<file path="src/rtl/idmaPkg.sv">
package idmaPkg;

  // memory word address width, page bits included.
  localparam int memAddrW = 12;

  // host port pins as sampled on DSPCLK.
  typedef struct packed {
    logic        selN;
    logic        latch;
    logic        rdN;
    logic        wrN;
    logic [15:0] data;
  } hostBusT;

  // control register, loaded by a latch cycle with data bit 15 low.
  typedef struct packed {
    logic        dmFlag;
    logic [13:0] addr;
  } idmaCtlT;

  // overlay register, loaded by a latch cycle with data bit 15 high.
  typedef struct packed {
    logic [3:0] pmPage;
    logic [3:0] dmPage;
  } idmaOvlT;

  // one access toward the memories.
  typedef struct packed {
    logic                dmEn;
    logic                pmEn;
    logic                writeEn;
    logic [memAddrW-1:0] address;
    logic [23:0]         wdata;
  } memReqT;

  typedef enum logic [2:0] {
    idle,
    waitCount,
    request,
    readReturn,
    finish
  } cycleStateE;

endpackage

</file>
<file path="src/rtl/hostSync.sv">
`timescale 1ns/100ps

module hostSync (
  input  logic             DSPCLK,
  input  logic             RST,
  input  idmaPkg::hostBusT hostIn,
  output idmaPkg::hostBusT hostReg,
  output logic             rdCmd,
  output logic             wrCmd,
  output logic             rdBeg,
  output logic             wrBeg,
  output logic             rdEnd
);

  logic        selN;
  logic        latch;
  logic        rdN;
  logic        wrN;
  logic [15:0] dataQ;
  logic        rdCmdD;
  logic        wrCmdD;

  // strobes and command levels, idle is all strobes high.
  always_ff @(posedge DSPCLK or posedge RST) begin
    if (RST) begin
      selN   <= 1'b1;
      latch  <= 1'b0;
      rdN    <= 1'b1;
      wrN    <= 1'b1;
      rdCmd  <= 1'b0;
      wrCmd  <= 1'b0;
      rdCmdD <= 1'b0;
      wrCmdD <= 1'b0;
    end else begin
      selN   <= hostIn.selN;
      latch  <= hostIn.latch;
      rdN    <= hostIn.rdN;
      wrN    <= hostIn.wrN;
      rdCmd  <= !(hostIn.selN || hostIn.rdN);
      wrCmd  <= !(hostIn.selN || hostIn.wrN);
      rdCmdD <= rdCmd;
      wrCmdD <= wrCmd;
    end
  end

  // bus word is only taken while the port is selected.
  always_ff @(posedge DSPCLK) begin
    if (!hostIn.selN) begin
      dataQ <= hostIn.data;
    end
  end

  always_comb begin
    hostReg.selN  = selN;
    hostReg.latch = latch;
    hostReg.rdN   = rdN;
    hostReg.wrN   = wrN;
    hostReg.data  = dataQ;
  end

  assign rdBeg = rdCmd && !rdCmdD;
  assign wrBeg = wrCmd && !wrCmdD;
  // read strobe released.
  assign rdEnd = !rdCmd && rdCmdD;

endmodule

</file>
<file path="config.mk">
export PLATFORM = sky130hd
export DESIGN_NAME = hostSync
export DESIGN_NICKNAME = d
export VERILOG_FILES = /design/src/rtl/idmaPkg.sv /design/src/rtl/hostSync.sv
export SDC_FILE = /design/constraint.sdc
export NUM_CORES = 1
export LEC_CHECK = 0
export BUFFER_PORTS_ARGS = -buffer_cell sky130_fd_sc_hd__buf_4
export CORE_MARGIN = 2
export CORE_UTILIZATION = 42
export CTS_BUF_LIST = sky130_fd_sc_hd__clkbuf_8
export DETAILED_ROUTE_END_ITERATION = 10
export PLACE_DENSITY = 0.79
export SLEW_MARGIN = 10
export SYNTH_ARGS = -nofsm -noshare
export SYNTH_HDL_FRONTEND = slang
export SYNTH_SLANG_ARGS = --single-unit
</file>
<file path="constraint.sdc">
create_clock -name DSPCLK -period 1.14 [get_ports DSPCLK]
set_clock_uncertainty 0.15 [all_clocks]
set_input_delay 0.171 -clock DSPCLK [delete_from_list [all_inputs] [get_ports DSPCLK]]
set_output_delay 0.171 -clock DSPCLK [all_outputs]
set_load 0.02 [all_outputs]
</file>
==> impl_results.md <==
- Antenna diodes: 0
- Placed Area: 1120 sq um
- Clk network pwr share: 0.264
- Pre-CTS setup slack: roughly 80 ps
- Die Ht: around 46 microns
- Syn_area_per_cell: ~21 sq um
- First-pass GRT wire length: roughly 2400 microns
- Ys Warns: 0
- Crit path max fanout: 4
- Synth top area cells: edfxtp_1, dfrtp_1, dfstp_2
- Type of destination of the critical path: primary output
- Most common cell in the netlist: edfxtp_1
- PwrDens: approximately 1300 nW/um^2
- Area delta synth->final: 97.8%
- Worst r2r dst: wrCmdD
- R2R depth: 0
- Antenna violations before repair: 0
- Initial core utilization: 0.440
- Max clock buf depth: 2
- Worst hold path class: input port to register
- Power Total: around 1.9 mW
- DRT antenna net count: 0
- Maximum VDD drop: between 1000 and 1500 uV
- Vias: ~550
- I/O Pins: 47
- Setup violations, final: 12
- Routability cong.: about 0.67
- Crit. Startpoint: rdCmd
- Setup TNS: -1100 ps
- Fmax: 0.737 GHz
- Share of cells above drive strength 1: 0.552
- DR WL/cell: 16.6 microns
- Psw: between 0.4 and 0.5 mW
- Initial drt markers: 7
- Die width: approximately 46 microns
- DR DRC count: 0
- Row cnt: 15
- Post-layout nets: around 130
- Core footprint: ~1700 sq um
- Crit path to: rdEnd
- Sw Share: 0.237
- Yosys reg bits: 24
- Crit path kind: register to primary output
- Final hold viol count: 0
- Area leader, netlist: edfxtp_1
- Max Cap Violations: 0
- 1st-pass router iterations: 2
- Cell Int Power: between 1 and 1.5 mW
- Post-synth ARST share: 0.333
- Hold Slack: 219 ps
- Period minus WS final: approximately 1400 ps
- Vias in the first global route: roughly 500
- CTS tree: yes
- Finished Cell Area: 1490 sq um
- Clock sink total: 24
- Crit path DAT: 1040 ps
- Max-slew headroom at the worst pin: 0.779
- Syn nets: 57
- Worst-path clk slew: roughly 80 ps
- Final WS setup: -216 ps
- Worst endpoint required time: between 800 and 900 ps
- Yosys cell types: 8
- Part of the power in combinational logic: 0.194
- # H-tree levels: 1
- Flop pwr share: 0.542
- CTS Buf Count: 3
- Worst setup SP type: register
- Ys flop type: edfxtp_1
- Die area: ~2100 sq um
- Total GRT Usage: 0.169
- Reg2Reg Setup Slack: 440 ps
- Hpwl dp: a little over 1000 microns
- Clk Latency, worst-skew pair: roughly 260 ps
- Cells after Synth: 35
- RSZ-0062 raised after global routing: true
- Routed wire length: around 2200 microns
- Worst reg2reg path startpoint: wrCmd
- Tcrit/Tclk final: 1.19
- Slew Limit Fails: 0
- Routed vias/inst: roughly 4.3
- Remaining Overflow, GRT: 0
- CTS root buf: clkbuf_8
- Mapped Area: 751 sq um
- Worst-Margin Slew: about 330 ps
- Post-synth EDFFs: 16
- Violated checks: setup timing
- Lkg Pwr: between 0.6 and 0.7 nW
- Synth top area share: 0.640
- PortBufs: between 40 and 50
- Status: finished, violations left
- Sequential area share after synthesis: 0.912
- Largest net degree at the start of global routing: 17
- Synth top cells by count: edfxtp_1, dfrtp_1, buf_4, dfstp_2
-- critical path: stages, from the launching register on --
cell and delay [ps]:
dfrtp_1 400, and2b_2 240, buf_6 130
-- logic make-up after synthesis --
kind of cell           count (synthesis)  share of synthesized area
AND/OR/NAND/NOR                        5                     0.0383
buffers and inverters                  6                     0.0500
flip-flops                            24                      0.912
-- routing by layer --
| layer | share of wire | vias to the layer above | routed length, microns | global-route usage |
|---|---|---|---|---|
| met4 | 0.021 | 0 | 46 | 0.114 |
| met5 | 0 | - | 0 | 0 |
| met3 | 0.021 | 4 | 46 | 0.0275 |
| met2 | 0.59 | 19 | 1270 | 0.303 |
| met1 | 0.37 | 275 | 797 | 0.178 |
| li1 | - | 256 | - | - |
-- repair_timing --
| item | 4_1_cts | 5_1_grt |
|---|---|---|
| hold buffers | 21 | 0 |
| gates resized for setup | 5 | 20 |
| hold endpoints to repair | 30 | 0 |
| setup buffers | 0 | 2 |
| setup endpoints to repair | 7 | 22 |
-- per-stage QoR --
stage | utilization | std cells
global placement | 0.656 | 103
detailed placement | 0.656 | 103
finish | 0.870 | 130
floorplan | - | 35
global route | 0.870 | 130
CTS | 0.816 | 128
-- cell usage in the layout (no fill, tap or decap) --
master and count:
buf_4 26, buf_6 22, dlygate4sd3_1 21, edfxtp_1 16
dfrtp_1 5, clkbuf_8 3, dfstp_2 3, nor2b_4 2
nor2_1 2, inv_1 2, and2b_2 1, clkinv_1 1
buf_12 1
-- area by class of cell --
cell class                      instances  area, sq um
Sequential cell                        24          684
Timing Repair Buffer                   70          673
Fill cell                              66          223
Multi-Input combinational cell          5         43.8
Clock buffer                            3         41.3
Tap cell                               25         31.3
Inverter                                2         7.51
Clock inverter                          1         3.75
-- sequential cells by signal (all words and copies together) (netlist names) --
| name | count |
|---|---|
| latch | 1 |
| selN | 1 |
| wrCmdD | 1 |
| rdCmd | 1 |
| wrN | 1 |
| rdN | 1 |
| wrCmd | 1 |
| rdCmdD | 1 |
| dataQ | 16 |
-- worst min path at each step --
stage | from | endpoint | slack, ps | cells after the start
6_report | hostIn[19] | dataQ[0] | 220 | 3
5_1_grt | hostIn[19] | dataQ[0] | 210 | 3
4_1_cts | hostIn[19] | dataQ[3] | 220 | 3
3_5_place_dp | RST | latch | -20 | 2
3_3_place_gp | RST | latch | -30 | 2
2_1_floorplan | RST | latch | -170 | 1
-- power groups by stage --
stage	combinational, mW	clock (mW)	sequential [mW]
final	0.371	0.505	1.04
after CTS	0.328	0.486	1.02
after global routing	0.388	0.550	1.04
after floorplan	0.0467	0	1.10
after detailed placement	0.264	0	1.04
after global placement	0.260	0	1.03
Power figures use the tool's default switching activity.
