File: src/rtl/idmaPkg.sv
package idmaPkg;

  // memory word address width, page bits included.
  localparam int memAddrW = 12;

  // host port pins as sampled on DSPCLK.
  typedef struct packed {
    logic        selN;
    logic        latch;
    logic        rdN;
    logic        wrN;
    logic [15:0] data;
  } hostBusT;

  // control register, loaded by a latch cycle with data bit 15 low.
  typedef struct packed {
    logic        dmFlag;
    logic [13:0] addr;
  } idmaCtlT;

  // overlay register, loaded by a latch cycle with data bit 15 high.
  typedef struct packed {
    logic [3:0] pmPage;
    logic [3:0] dmPage;
  } idmaOvlT;

  // one access toward the memories.
  typedef struct packed {
    logic                dmEn;
    logic                pmEn;
    logic                writeEn;
    logic [memAddrW-1:0] address;
    logic [23:0]         wdata;
  } memReqT;

  typedef enum logic [2:0] {
    idle,
    waitCount,
    request,
    readReturn,
    finish
  } cycleStateE;

endpackage

File: src/rtl/idmaPort.sv
`timescale 1ns/100ps

module idmaPort #(
  parameter int addrBits = 10
) (
  input  logic             DSPCLK,
  input  logic             RST,
  input  idmaPkg::hostBusT hostReg,
  input  logic             rdCmd,
  input  logic             wrCmd,
  input  logic             rdBeg,
  input  logic             wrBeg,
  input  logic             rdEnd,
  input  logic [2:0]       writeWait,
  input  logic [2:0]       readWait,
  input  logic             dsAck,
  input  logic [15:0]      dmRdata,
  input  logic [23:0]      pmRdata,
  output logic             dsReq,
  output idmaPkg::memReqT  memReq,
  output logic [15:0]      hostData,
  output logic             hostDataOe,
  output logic             hostAckN
);

  import idmaPkg::*;

  idmaCtlT     ctl;
  idmaOvlT     ovl;
  cycleStateE  state;
  logic        cycRead;
  logic        pmFirst;
  logic [2:0]  wrCnt;
  logic [2:0]  rdCnt;
  logic [15:0] dataHi;
  logic [7:0]  dataLo;
  logic        ldCtl;
  logic        ldOvl;
  logic        pmSecond;
  logic        wrAccess;
  logic        wrZero;
  logic        rdZero;
  logic        grant;
  logic        wrDone;
  logic        rdDone;
  logic        incAddr;
  logic [1:0]  page;

  // ======================================================================
  // address latch and overlay
  // ======================================================================

  assign ldCtl = hostReg.latch && !hostReg.selN && !hostReg.data[15];
  assign ldOvl = hostReg.latch && !hostReg.selN && hostReg.data[15];

  assign pmSecond = !ctl.dmFlag && !pmFirst;
  // a write touches memory on a data word or on the second pm word.
  assign wrAccess = ctl.dmFlag || pmSecond;
  assign wrZero   = (wrCnt == 3'd0);
  assign rdZero   = (rdCnt == 3'd0);
  assign grant    = dsAck && (state == request);

  assign wrDone = !cycRead && ((state == waitCount && wrZero && !wrAccess) ||
                               (state == request && dsAck));
  assign rdDone = cycRead && ((state == waitCount && rdZero) ||
                              (state == readReturn));
  assign incAddr = (wrDone || rdDone) && (ctl.dmFlag || pmSecond);

  always_ff @(posedge DSPCLK or posedge RST) begin
    if (RST) begin
      ctl     <= '0;
      ovl     <= '0;
      pmFirst <= 1'b1;
    end else begin
      if (ldCtl) begin
        ctl <= idmaCtlT'(hostReg.data[14:0]);
      end else if (incAddr) begin
        ctl.addr <= ctl.addr + 14'd1;
      end
      if (ldOvl) begin
        ovl <= idmaOvlT'(hostReg.data[7:0]);
      end
      // any latch cycle restarts the pm word pair.
      if (ldCtl || ldOvl) begin
        pmFirst <= 1'b1;
      end else if ((wrDone || rdEnd) && !ctl.dmFlag) begin
        pmFirst <= !pmFirst;
      end
    end
  end

  // ======================================================================
  // host cycle FSM
  // ======================================================================

  always_ff @(posedge DSPCLK or posedge RST) begin
    if (RST) begin
      state    <= idle;
      cycRead  <= 1'b0;
      wrCnt    <= '0;
      rdCnt    <= '0;
      dsReq    <= 1'b0;
      hostAckN <= 1'b0;
    end else begin
      case (state)
        idle: begin
          if (wrBeg) begin
            cycRead  <= 1'b0;
            wrCnt    <= writeWait;
            hostAckN <= 1'b1;
            state    <= waitCount;
          end else if (rdBeg) begin
            cycRead  <= 1'b1;
            hostAckN <= 1'b1;
            // second pm read word is already held, only wait.
            if (pmSecond) begin
              rdCnt <= readWait;
              state <= waitCount;
            end else begin
              dsReq <= 1'b1;
              state <= request;
            end
          end
        end
        waitCount: begin
          if (cycRead) begin
            if (rdZero) begin
              hostAckN <= 1'b0;
              state    <= finish;
            end else begin
              rdCnt <= rdCnt - 3'd1;
            end
          end else if (!wrZero) begin
            wrCnt <= wrCnt - 3'd1;
          end else if (wrAccess) begin
            dsReq <= 1'b1;
            state <= request;
          end else begin
            hostAckN <= 1'b0;
            state    <= finish;
          end
        end
        request: begin
          if (dsAck) begin
            dsReq <= 1'b0;
            if (cycRead) begin
              state <= readReturn;
            end else begin
              hostAckN <= 1'b0;
              state    <= finish;
            end
          end
        end
        readReturn: begin
          hostAckN <= 1'b0;
          state    <= finish;
        end
        finish: begin
          // hold until the host drops its strobe.
          if (!rdCmd && !wrCmd) begin
            state <= idle;
          end
        end
        default: begin
          state <= idle;
        end
      endcase
    end
  end

  // holding registers, write side from the bus, read side from memory.
  always_ff @(posedge DSPCLK) begin
    if (state == waitCount && !cycRead && !hostReg.selN && !hostReg.wrN) begin
      if (pmSecond) begin
        dataLo <= hostReg.data[7:0];
      end else begin
        dataHi <= hostReg.data;
      end
    end else if (state == readReturn) begin
      if (ctl.dmFlag) begin
        dataHi <= dmRdata;
      end else begin
        dataHi <= pmRdata[23:8];
        dataLo <= pmRdata[7:0];
      end
    end
  end

  assign page = ctl.dmFlag ? ovl.dmPage[1:0] : ovl.pmPage[1:0];

  always_comb begin
    memReq.dmEn    = grant && ctl.dmFlag;
    memReq.pmEn    = grant && !ctl.dmFlag;
    memReq.writeEn = grant && !cycRead;
    memReq.address = {page, ctl.addr[addrBits-1:0]};
    memReq.wdata   = ctl.dmFlag ? {8'h00, dataHi} : {dataHi, dataLo};
  end

  assign hostData   = (ctl.dmFlag || pmFirst) ? dataHi : {8'h00, dataLo};
  assign hostDataOe = rdCmd || (cycRead && state != idle);

endmodule

File: config.mk
export PLATFORM = sky130hd
export DESIGN_NAME = idmaPort
export DESIGN_NICKNAME = d
export VERILOG_FILES = /design/src/rtl/idmaPkg.sv /design/src/rtl/idmaPort.sv
export SDC_FILE = /design/constraint.sdc
export NUM_CORES = 1
export LEC_CHECK = 0
export BUFFER_PORTS_ARGS = -buffer_cell sky130_fd_sc_hd__buf_2
export CORE_MARGIN = 2
export CORE_UTILIZATION = 53
export DETAILED_ROUTE_END_ITERATION = 10
export PLACE_DENSITY = 0.86
export SLEW_MARGIN = 20
export SYNTH_ARGS = -nofsm -noshare
export SYNTH_HDL_FRONTEND = slang
export SYNTH_SLANG_ARGS = --single-unit
File: constraint.sdc
create_clock -name DSPCLK -period 4.5 [get_ports DSPCLK]
set_input_delay 0.675 -clock DSPCLK [delete_from_list [all_inputs] [get_ports DSPCLK]]
set_output_delay 0.675 -clock DSPCLK [all_outputs]
set_load 0.005 [all_outputs]
==> results.ini <==
[status]
status = complete, no violations

[cts]
post_cts_buffers = 0
cts_resized = 0
insertion_delay_ns = 0.32
cts_made_buffers = 5
postCtsHoldBufs = 0
cts_sinks = 52
cts_tree = yes
cts_htree_levels = 2
root_buffer = clkbuf_8
cts_buffer_depth = 2
clkSlewWorstSetupHoldPaths_ns = 0.10

[yosys]
ys.flop_type = dfrtp_1
synth_area_leaders = edfxtp_1 21%, dfrtp_1 20%, mux2_2 10%
ys_seq_area_share_pct = 42.3
async_flop_share_pct = 53.8
syn_area_mm2 = 0.00337
synthTopCellsByCount = 54 x nand2_1, 32 x o21ai_0, 30 x mux2_2
synth.avg_cell_area_um2 = 9.73
yosys.area.top_type = edfxtp_1
syn_inst = 346
ys_types = 54
yosysWarningCount = 0
synthesis.nets = 425
synth_top_area_share_pct = 21.4
synth_enable_flop_cells = 24
ys_ff_latch = 52
yosys.cell_count.top_type = nand2_1

[setup_path]
cp.required_ns = 4.45
regToRegEndpoint = dataLo[2]$_DFFE_PP_
critPathLaunchType = register
arrival_ns = 2.91
cp_max_fo = 16
end_kind = register
rr_worst_depth = 4
rrSetupSlack_ns = 1.55
crit_start = state[0]$_DFFE_PP0P_
r2r_start = state[0]$_DFFE_PP0P_
critPathKind = register to register

[floorplanning]
initial_core_util_pct = 53.9
rows = 29
die_w_um = 83.7
core_mm2 = 0.00624
pin_count = 132
die_y_um = 83.7
die_area_mm2 = 0.00701

[cells_and_area]
diodes = 0
final_cells = 537
fin_util_pct = 65.5
regArea_mm2 = 0.00142
multiInputGateArea_mm2 = 0.00176
n_fill_cell = 514
drive_gt1_share_pct = 40.4
nets = 538
syn_to_final_growth_pct = 21.4

[timing]
slew_viol_final = 0
fin_worst_skew_ns = 0.00792
setup_viol_count_final = 0
rsz0062_at_grt = false
worst_slew_pin_slew_ns = 0.924
whs_ns = 0.409
slew_headroom_pct = 38.3
period_needed_ns = 2.95
fmax_ghz = 0.339
fin_setup_tns_ns = 0
fin_crit_sh_pct = 65.6
hold_viol = 0
post-route-worst-setup-slack_ns = 1.55

[routing]
drt_wl_total_mm = 8.28
drc = 0
wl_per_cell_um = 15.4
drtPass1Iterations = 5
via_per_inst = 5.52
postRouteAntennaNets = 0
drt-initial-drc-count = 156
vias = 2963

[grt]
grt_pass1_vias = 2868
gr-usage-all-layers_pct = 23.7
grt_max_degree = 50
grt_pass1_wl_mm = 13.4
antenna_found_initial = 0
overflow = 0

[placed_design]
place.gp.congestion = 0.872
hpwl_mm = 6.23
dp.cells = 529
place_ws_ns = 1.55
portBuffers = 130

[pwr]
powerDensity_mw_per_mm2 = 461
power_leakage_nw = 1.79
peakVddDrop_uv = 346

[run]
drv_cap = 0

[hold_path]
hp-class = input pin to async pin

==> layer usage <==
layer | GRT usage [%] | routed length [um]
met1 | 30.8 | 3390
met3 | 3.46 | 530
met5 | 0 | 0
met2 | 40.4 | 4160
met4 | 8.65 | 204
==> worst max path at each step <==
stage                                     end  slack (ns)  cells after the start
after floorplan           dataHi[0]$_DFFE_PP_        1.55                      4
after global placement    dataLo[3]$_DFFE_PP_        1.60                      4
after detailed placement  dataLo[5]$_DFFE_PP_        1.55                      4
after CTS                 dataLo[2]$_DFFE_PP_        1.53                      4
after global routing      dataLo[2]$_DFFE_PP_        1.36                      4
final                     dataLo[2]$_DFFE_PP_        1.55                      4
==> critical path, cell delays in order, from the launching register on <==
cell,delay (ns)
dfrtp_1,0.61
or3b_4,0.54
or4_1,0.63
o21a_1,0.25
nor2_1,0.55
==> sequential cells by signal, summed over array words and instances, names as in the netlist <==
signal    cells
ctl           1
cycRead       1
dataHi       16
dataLo        8
dsReq         1
hostAckN      1
memReq       10
ovl           4
pmFirst       1
rdCnt         3
state         3
wrCnt         3
==> placed cells by master (no fill, tap or decap), types with 2 or more instances in the layout <==
cell type,instances
nand3b_1,3
nand2_1,54
inv_6,2
mux2i_1,19
a21oi_1,16
buf_2,130
ha_1,5
mux2_2,30
buf_4,3
edfxtp_1,24
inv_1,8
clkbuf_8,5
nand3_1,6
a2111oi_2,2
nor3_1,2
or4_1,2
nand4_1,4
xnor2_1,9
o21ai_1,3
nor2_1,15
o21ai_0,31
nor3b_1,2
o211ai_1,2
nand2b_1,3
dfrtp_1,26
a211oi_1,3
nor2b_1,21
==> stage by stage <==
step | total power, mW | area, um2
after floorplan | 1.36 | 3370
after CTS | 1.89 | 4090
after detailed placement | 1.60 | 4000
final | 1.89 | 4090
after global placement | 1.57 | 4000
after global routing | 2.03 | 4090
==> kinds of logic (layout without fill, tap and decap cells) <==
logic type,Yosys count,in the layout,synth area share (%)
and+or+nand+nor,122,122,18.1
muxes,49,49,15.7
AOI/OAI and AO/OA,72,72,14.2
DFF,52,52,42.3
xor gates and xnor gates,9,9,2.34
adders and majority gates,5,5,1.86
buffers and inverters,37,151,5.61
==> report_power, final <==
part / internal [mW] / switching (mW)
clock network: 0.114 / 0.170
registers: 0.634 / 0.128
logic: 0.389 / 0.452
==> cell type report <==
type                            instances  share of cell area [%]
Sequential cell                        52                    34.8
Multi-Input combinational cell        257                    43.1
Clock inverter                          3                   0.612
Timing Repair Buffer                  133                    16.5
Clock buffer                            5                    1.68
Tap cell                               77                    2.36
Inverter                               10                   0.918
No activity file was read; power rests on OpenSTA's default activity.
