[src/rtl/stealArbiter.sv]
`timescale 1ns/100ps

module stealArbiter #(
  parameter int stealLimit = 6
) (
  input  logic DSPCLK,
  input  logic RST,
  input  logic dsReq,
  input  logic coreBusy,
  output logic dsAck,
  output logic coreStall
);

  localparam int cntW = (stealLimit > 0) ? $clog2(stealLimit + 1) : 1;

  logic [cntW-1:0] waitCnt;
  logic            pending;
  logic            starved;
  logic            grant;

  // request still open, dsAck of this request not yet given.
  assign pending = dsReq && !dsAck;
  assign starved = (waitCnt == cntW'(stealLimit));

  // free slot, or the request has waited long enough.
  assign grant = pending && (!coreBusy || starved);

  always_ff @(posedge DSPCLK or posedge RST) begin
    if (RST) begin
      waitCnt   <= '0;
      dsAck     <= 1'b0;
      coreStall <= 1'b0;
    end else begin
      dsAck <= grant;
      // forced grant holds the core off for the stolen cycle.
      coreStall <= grant && coreBusy;
      if (!pending || grant) begin
        waitCnt <= '0;
      end else if (!starved) begin
        waitCnt <= waitCnt + 1'b1;
      end
    end
  end

endmodule

[config.mk]
export PLATFORM = sky130hd
export DESIGN_NAME = stealArbiter
export DESIGN_NICKNAME = d
export VERILOG_FILES = /design/src/rtl/stealArbiter.sv
export SDC_FILE = /design/constraint.sdc
export NUM_CORES = 1
export LEC_CHECK = 0
export BUFFER_PORTS_ARGS = -buffer_cell sky130_fd_sc_hd__buf_2
export CORE_AREA = 2 2 39 41
export CTS_BUF_LIST = sky130_fd_sc_hd__clkbuf_2
export CTS_CLUSTER_DIAMETER = 80
export DETAILED_ROUTE_END_ITERATION = 16
export DIE_AREA = 0 0 41 43
export GPL_TIMING_DRIVEN = 0
export PLACE_DENSITY = 0.38
export SLEW_MARGIN = 20
export SYNTH_ARGS = -nofsm -noshare
export SYNTH_HDL_FRONTEND = slang
export SYNTH_SLANG_ARGS = --single-unit
[constraint.sdc]
create_clock -name DSPCLK -period 1.65 [get_ports DSPCLK]
set_input_delay 0.2475 -clock DSPCLK [delete_from_list [all_inputs] [get_ports DSPCLK]]
set_output_delay 0.2475 -clock DSPCLK [all_outputs]
set_load 0.05 [all_outputs]
==> results.md, run 1 <==
* Status: finished, final reports clean
* FF-to-FF setup slack at 0.45 ns
* Global routing's busiest layer: met2
* Sequential share of power at 47.7%
* Vias per cell at 3.674
* Tcrit/Tclk final at 72.66%
* Switching Share at 25.44%
* IO Port Bufs at 5
* Final Instance Area at 302.8 um^2
* Met3 usage at 7.853%
* Die area at 1763 um^2
* Post-DP Area at 272.8 um^2
* Setup_tns at 0 ns
* Synth top area share at 54.95%
* H-tree levels at 1
* Initial antenna violation count at 0
* R2R depth at 4
* Critical R2R Capture: waitCnt[2]
* Starting DRT DRC Count at 3
* Hold path depth at 2
* Commonest non-fill, non-tap cells in the layout: dfrtp_1 (5), buf_2 (5), clkbuf_2 (4)
* Pwr Total at 0.2692 mW
* Clk slew on worst S/H paths at 0.06 ns
* CP startpoint kind: flop
* Clock power share at 42.9%
* Final Critical Period at 1.199 ns
* Post-Route Utilization at 21.88%
* Global-route wire length before repair at 683 um
* Site Rows at 14
* Final Hold Viols at 0
* Count of pins over their slew limit at 0
* Hold_ws at 0.2210 ns
* I/O pin total at 6
* Power Density at 889.1 nW/um^2
* Syn Inst Count at 20
* Die W at 41 um
* Vias in the first global route at 185
* Wire per inst at 8.413 um
* Psw at 0.06848 mW
* Seq/Total Area, Yosys at 54.95%
* Met1 GRT Util at 5.519%
* Endpoint class of the critical path: flop
* CTS Buf Count at 3
* Avg Cell Area, Syn at 11.39 um^2
* Final #Nets at 37
* Gr ovfl total at 0
* Syn nets at 26
* GR Util All Layers at 6.647%
* Setup violators final at 0
* Worst Hold End: dsAck
* Clock Tree Buf Depth at 2
* Placer Congestion at 0.6069
* Post-cts sizing count at 0
* R2R Path Start: waitCnt[0]
* Max-slew headroom at 83.48%
* CTS sink count at 5
* DPL Wire Length at 322.7 um
* Max Clock Freq at 0.8342 GHz
* Critical Path AT at 1.35 ns
* Inst Count DP at 41
* Die Y at 43 um
* Post-Layout Cell Count at 46
* Core box area at 1384 um^2
* Post-Route WL at 387 um
* Hold buffer count at cts at 1
* Layout cells sized above 1 at 36.67%
* DRC at 0
* Post-Synthesis Cell Area at 227.7 um^2
* Clock Skews at 0.006157 ns
* Largest net degree at the start of global routing at 6
* CTS root buf: clkbuf_2
* Pre-CTS setup slack at 0.4462 ns
* Synth cell types at 12
* Static Leak at 0.1532 nW
* Logic pwr share at 9.4%
* RSZ-0062 raised after global routing: no
* Synth area leaders: dfrtp_1 (55%), ha_1 (11%), nand2b_1 (5.5%), a21bo_2 (4.4%), nor3_1 (4.4%)
* Via count at 169
* # Post-CTS Setup Buffers at 0
* Max-cap violations at 0
* VDD IR-drop max at 261.5 uV
* Clk_lat worst skew at 0.22 ns
* Router iterations before antenna repair at 2
* Starting Density at 16.46%
* Yosys warns at 0
* Hold Crit Class: in -> reg
* Worst-margin pin slew at 0.2495 ns
* Kind of critical path: reg -> reg
* Area delta synth->final at 32.97%
* Leading area contributor after synthesis: dfrtp_1
* Register bit total from synthesis at 5
* CTS tree: yes
* CP required at 1.80 ns
* # diodes at 0
* Final Worst Setup Slack at 0.4512 ns
* Hold path start: coreBusy
* Post-route ant nets at 0
* Pint at 0.2007 mW
* GR Util met2 at 9.688%
* CP max FO at 3
[power by group through the flow]
stage          Clock [mW]  Combinational, mW  Sequential (mW)
2_1_floorplan           0             0.0111            0.135
3_3_place_gp            0             0.0233            0.130
3_5_place_dp            0             0.0240            0.131
4_1_cts             0.125             0.0260            0.128
5_1_grt             0.131             0.0275            0.129
6_report            0.116             0.0252            0.128
[how the worst max path moves through the flow]
stage,startpoint,end,slack (ns),cells after the start
after floorplan,waitCnt[0],waitCnt[2],0.50,4
after global placement,waitCnt[0],waitCnt[2],0.47,4
after detailed placement,waitCnt[0],waitCnt[2],0.45,4
after CTS,waitCnt[0],waitCnt[2],0.44,4
after global routing,waitCnt[0],waitCnt[2],0.40,4
final,waitCnt[0],waitCnt[2],0.45,4
[synthesized netlist by cell type (all sizes together)]
master / n
a21bo: 1
ha: 2
nor2: 1
nand2: 1
nor3: 2
nand2b: 2
or3b: 1
dfrtp: 5
a21oi: 2
inv: 2
nand3b: 1
[worst max-delay path, stage by stage (launching register included)]
cell and delay [ns]:
dfrtp_1 0.36, inv_1 0.06, ha_1 0.21, or3b_1 0.39, a21oi_2 0.11
[layout make-up]
cell class,instances,area [um^2]
fill,149,1081
multi-input combinational,13,95.09
sequential,5,125.1
tap,16,20.02
timing repair buffer,6,35.03
clock buffer,4,20.02
inverter,2,7.507
[layer usage]
metal	up-vias	wire length, um
met5	-	0
met4	0	0
met3	0	35
met2	6	186
met1	77	165
li1	86	-
[cell families after synthesis]
logic type | synth area share, %
AND/OR/NAND/NOR | 20.33
adder cells (fa/ha/maj) | 10.99
buffers and inverters | 3.298
flip-flops | 54.95
AO/OA/AOI/OAI | 10.44
[registers in the layout, indices dropped and copies added (netlist names)]
signal / count
coreStall: 1
dsAck: 1
waitCnt: 3
(Power assumes the default switching activity.)
==> inputs of run 2 (changes only) <==
--- a/config.mk
+++ b/config.mk
@@ -5,6 +5,7 @@
 export SDC_FILE = /design/constraint.sdc
 export NUM_CORES = 1
 export LEC_CHECK = 0
+export ABC_AREA = 1
 export BUFFER_PORTS_ARGS = -buffer_cell sky130_fd_sc_hd__buf_2
 export CORE_AREA = 2 2 39 41
 export CTS_BUF_LIST = sky130_fd_sc_hd__clkbuf_2
==> constraint.sdc (replaced) <==
create_clock -name DSPCLK -period 1.1 [get_ports DSPCLK]
set_input_delay 0.165 -clock DSPCLK [delete_from_list [all_inputs] [get_ports DSPCLK]]
set_output_delay 0.165 -clock DSPCLK [all_outputs]
set_load 0.05 [all_outputs]
==> results.md, run 2 <==
* Status: finished, final reports clean
* H-tree levels at 1
* Router iterations before antenna repair at 2
* Static Leak at 0.1534 nW
* Register bit total from synthesis at 5
* Clk_lat worst skew at 0.21 ns
* Starting DRT DRC Count at 3
* Filler cells at 146
* Max Clock Freq at 0.9963 GHz
* Post-Route WL at 389 um
* Die W at 41 um
* Hold Crit Class: in -> reg
* Wire per inst at 8.644 um
* Yosys warns at 0
* Synth cell types at 10
* Die Y at 43 um
* Max-cap violations at 0
* IO Port Bufs at 5
* Post-Route Utilization at 22.42%
* Largest net degree at the start of global routing at 6
* Starting Density at 16.00%
* Final Instance Area at 310.3 um^2
* Largest stage delay, worst path at 0.37 ns
* Post-Synthesis Cell Area at 221.5 um^2
* Main synth FF type: dfrtp_1
* Clock Skews at 0.001850 ns
* Pre-CTS setup slack at 0.07750 ns
* Worst-margin pin slew at 0.2565 ns
* CP required at 1.24 ns
* Inst Count DP at 40
* Post-Layout Cell Count at 45
* Die area at 1763 um^2
* Syn nets at 25
* Setup violators final at 0
* CTS sink count at 5
* Final Critical Period at 1.004 ns
* Reg with most FFs: waitCnt
* Final #Nets at 36
* CTS tree: yes
* Site Rows at 14
* CTS Buf Count at 3
* Clk slew on worst S/H paths at 0.05 ns
* CTS root buf: clkbuf_2
* Count of pins over their slew limit at 0
* Commonest non-fill, non-tap cells in the layout: dfrtp_1 (5), buf_2 (5), clkbuf_2 (4), inv_1 (3), nor2_1 (2)
* I/O pin total at 6
* DRC at 0
* Most frequent cells after synthesis: dfrtp_1 (5), inv_1 (3), nor2_1 (3)
* Via count at 167
* Setup_tns at 0 ns
* Final Hold Viols at 0
* CP startpoint kind: flop
* Critical Path AT at 1.15 ns
* Hold_ws at 0.1831 ns
* Gr ovfl total at 0
* GR Util All Layers at 6.364%
* # diodes at 0
* Layout cells sized above 1 at 48.28%
* VDD IR-drop max at 400.8 uV
* CP max FO at 3
* Synth top area share at 56.50%
* Final Worst Setup Slack at 0.09628 ns
* Leading area contributor after synthesis: dfrtp_1
* Pwr Total at 0.3983 mW
* Seq/Total Area, Yosys at 56.50%
* Kind of critical path: reg -> reg
* Max reg flops at 3
* Syn Inst Count at 19
* Vias in the first global route at 181
* Placer Congestion at 0.5893
* DPL Wire Length at 340.1 um
* CP max stage cell: dfrtp_1
* Tcrit/Tclk final at 91.25%
* Post-route ant nets at 0
* Core box area at 1384 um^2
* Initial antenna violation count at 0
* Largest regs: waitCnt: 3 flops, coreStall: 1 flops, dsAck: 1 flops
* Async SR Flop Fraction at 100.0%
* Avg Cell Area, Syn at 11.66 um^2
* Area delta synth->final at 40.11%
* Endpoint class of the critical path: flop
* Vias per cell at 3.711
* Max-slew headroom at 83.02%
* Synth area leaders: dfrtp_1 (56%), ha_1 (11%), nand4_2 (5.6%), nor3b_2 (5.6%), inv_1 (5.1%)
* Global-route wire length before repair at 641 um
* Critical-path cell list: inv_1 > ha_2 > nand2_2 > nand4_4 > nor2_2
* Post-DP Area at 266.5 um^2
* RSZ-0062 raised after global routing: no
* Clock Tree Buf Depth at 2
* Post-synth EDFFs at 0
* Cell with the most instances after synthesis: dfrtp_1
* Power Density at 1283 nW/um^2
## run 2: final timing paths
path / startpoint / slack (ns) / to / depth (start not counted)
min: coreBusy / 0.18 / dsAck / 2
min reg2reg: waitCnt[0] / 0.46 / waitCnt[0] / 1
max: waitCnt[0] / 0.1 / waitCnt[1] / 5
max in group asynchronous: RST / 0.54 / waitCnt[0] / 3
min in group asynchronous: RST / 0.39 / dsAck / 3
max reg2reg: waitCnt[0] / 0.1 / waitCnt[1] / 5
## run 2: cells by family (layout without fill, tap and decap cells)
logic type	after synthesis	in the layout	share of synthesized area (%)
xor+xnor	1	1	3.956
simple gates	7	7	20.90
buf+inv	3	13	5.084
fa+ha+maj	2	2	11.30
compound gates	1	1	2.258
flops	5	5	56.50
## run 2: worst max-delay path: cells and delay by family (launching register included)
kind	cells	cell delay, ns
flops	1	0.37
simple gates	3	0.33
fa+ha+maj	1	0.18
buf+inv	1	0.06
## run 2: power by group
| part | switching, mW | internal [mW] | leakage, nW |
|---|---|---|---|
| Combinational | 0.0259 | 0.0162 | 0.0687 |
| Clock | 0.0670 | 0.0961 | 0.0166 |
| Sequential | 0.00357 | 0.190 | 0.0681 |
| Total | 0.0964 | 0.302 | 0.153 |
## run 2: layer usage
layer	vias up	wire length (um)	global-route usage (%)	part of all wire (%)
li1	80	-	-	-
met1	81	104	3.934	27
met2	6	257	9.688	66
met3	0	27	2.618	6.9
met4	0	0	10.00	0
met5	-	0	0	0
## run 2: final cells by class
| type | instances | area [um^2] | share of cell area [%] |
|---|---|---|---|
| inverters | 3 | 11.26 | 3.629 |
| multi-input cells | 11 | 98.84 | 31.85 |
| flip-flops and latches | 5 | 125.1 | 40.32 |
| clock buffers | 4 | 20.02 | 6.452 |
| repair buffers | 6 | 35.03 | 11.29 |
| well taps | 16 | 20.02 | 6.452 |
## run 2: timing repair
item                                    in CTS  in global routing
gates resized for setup                      0                  3
buffers inserted                             0                  0
endpoints found under the hold margin        5                  0
hold buffers                                 1                  0
endpoints found under the setup margin       0                  1
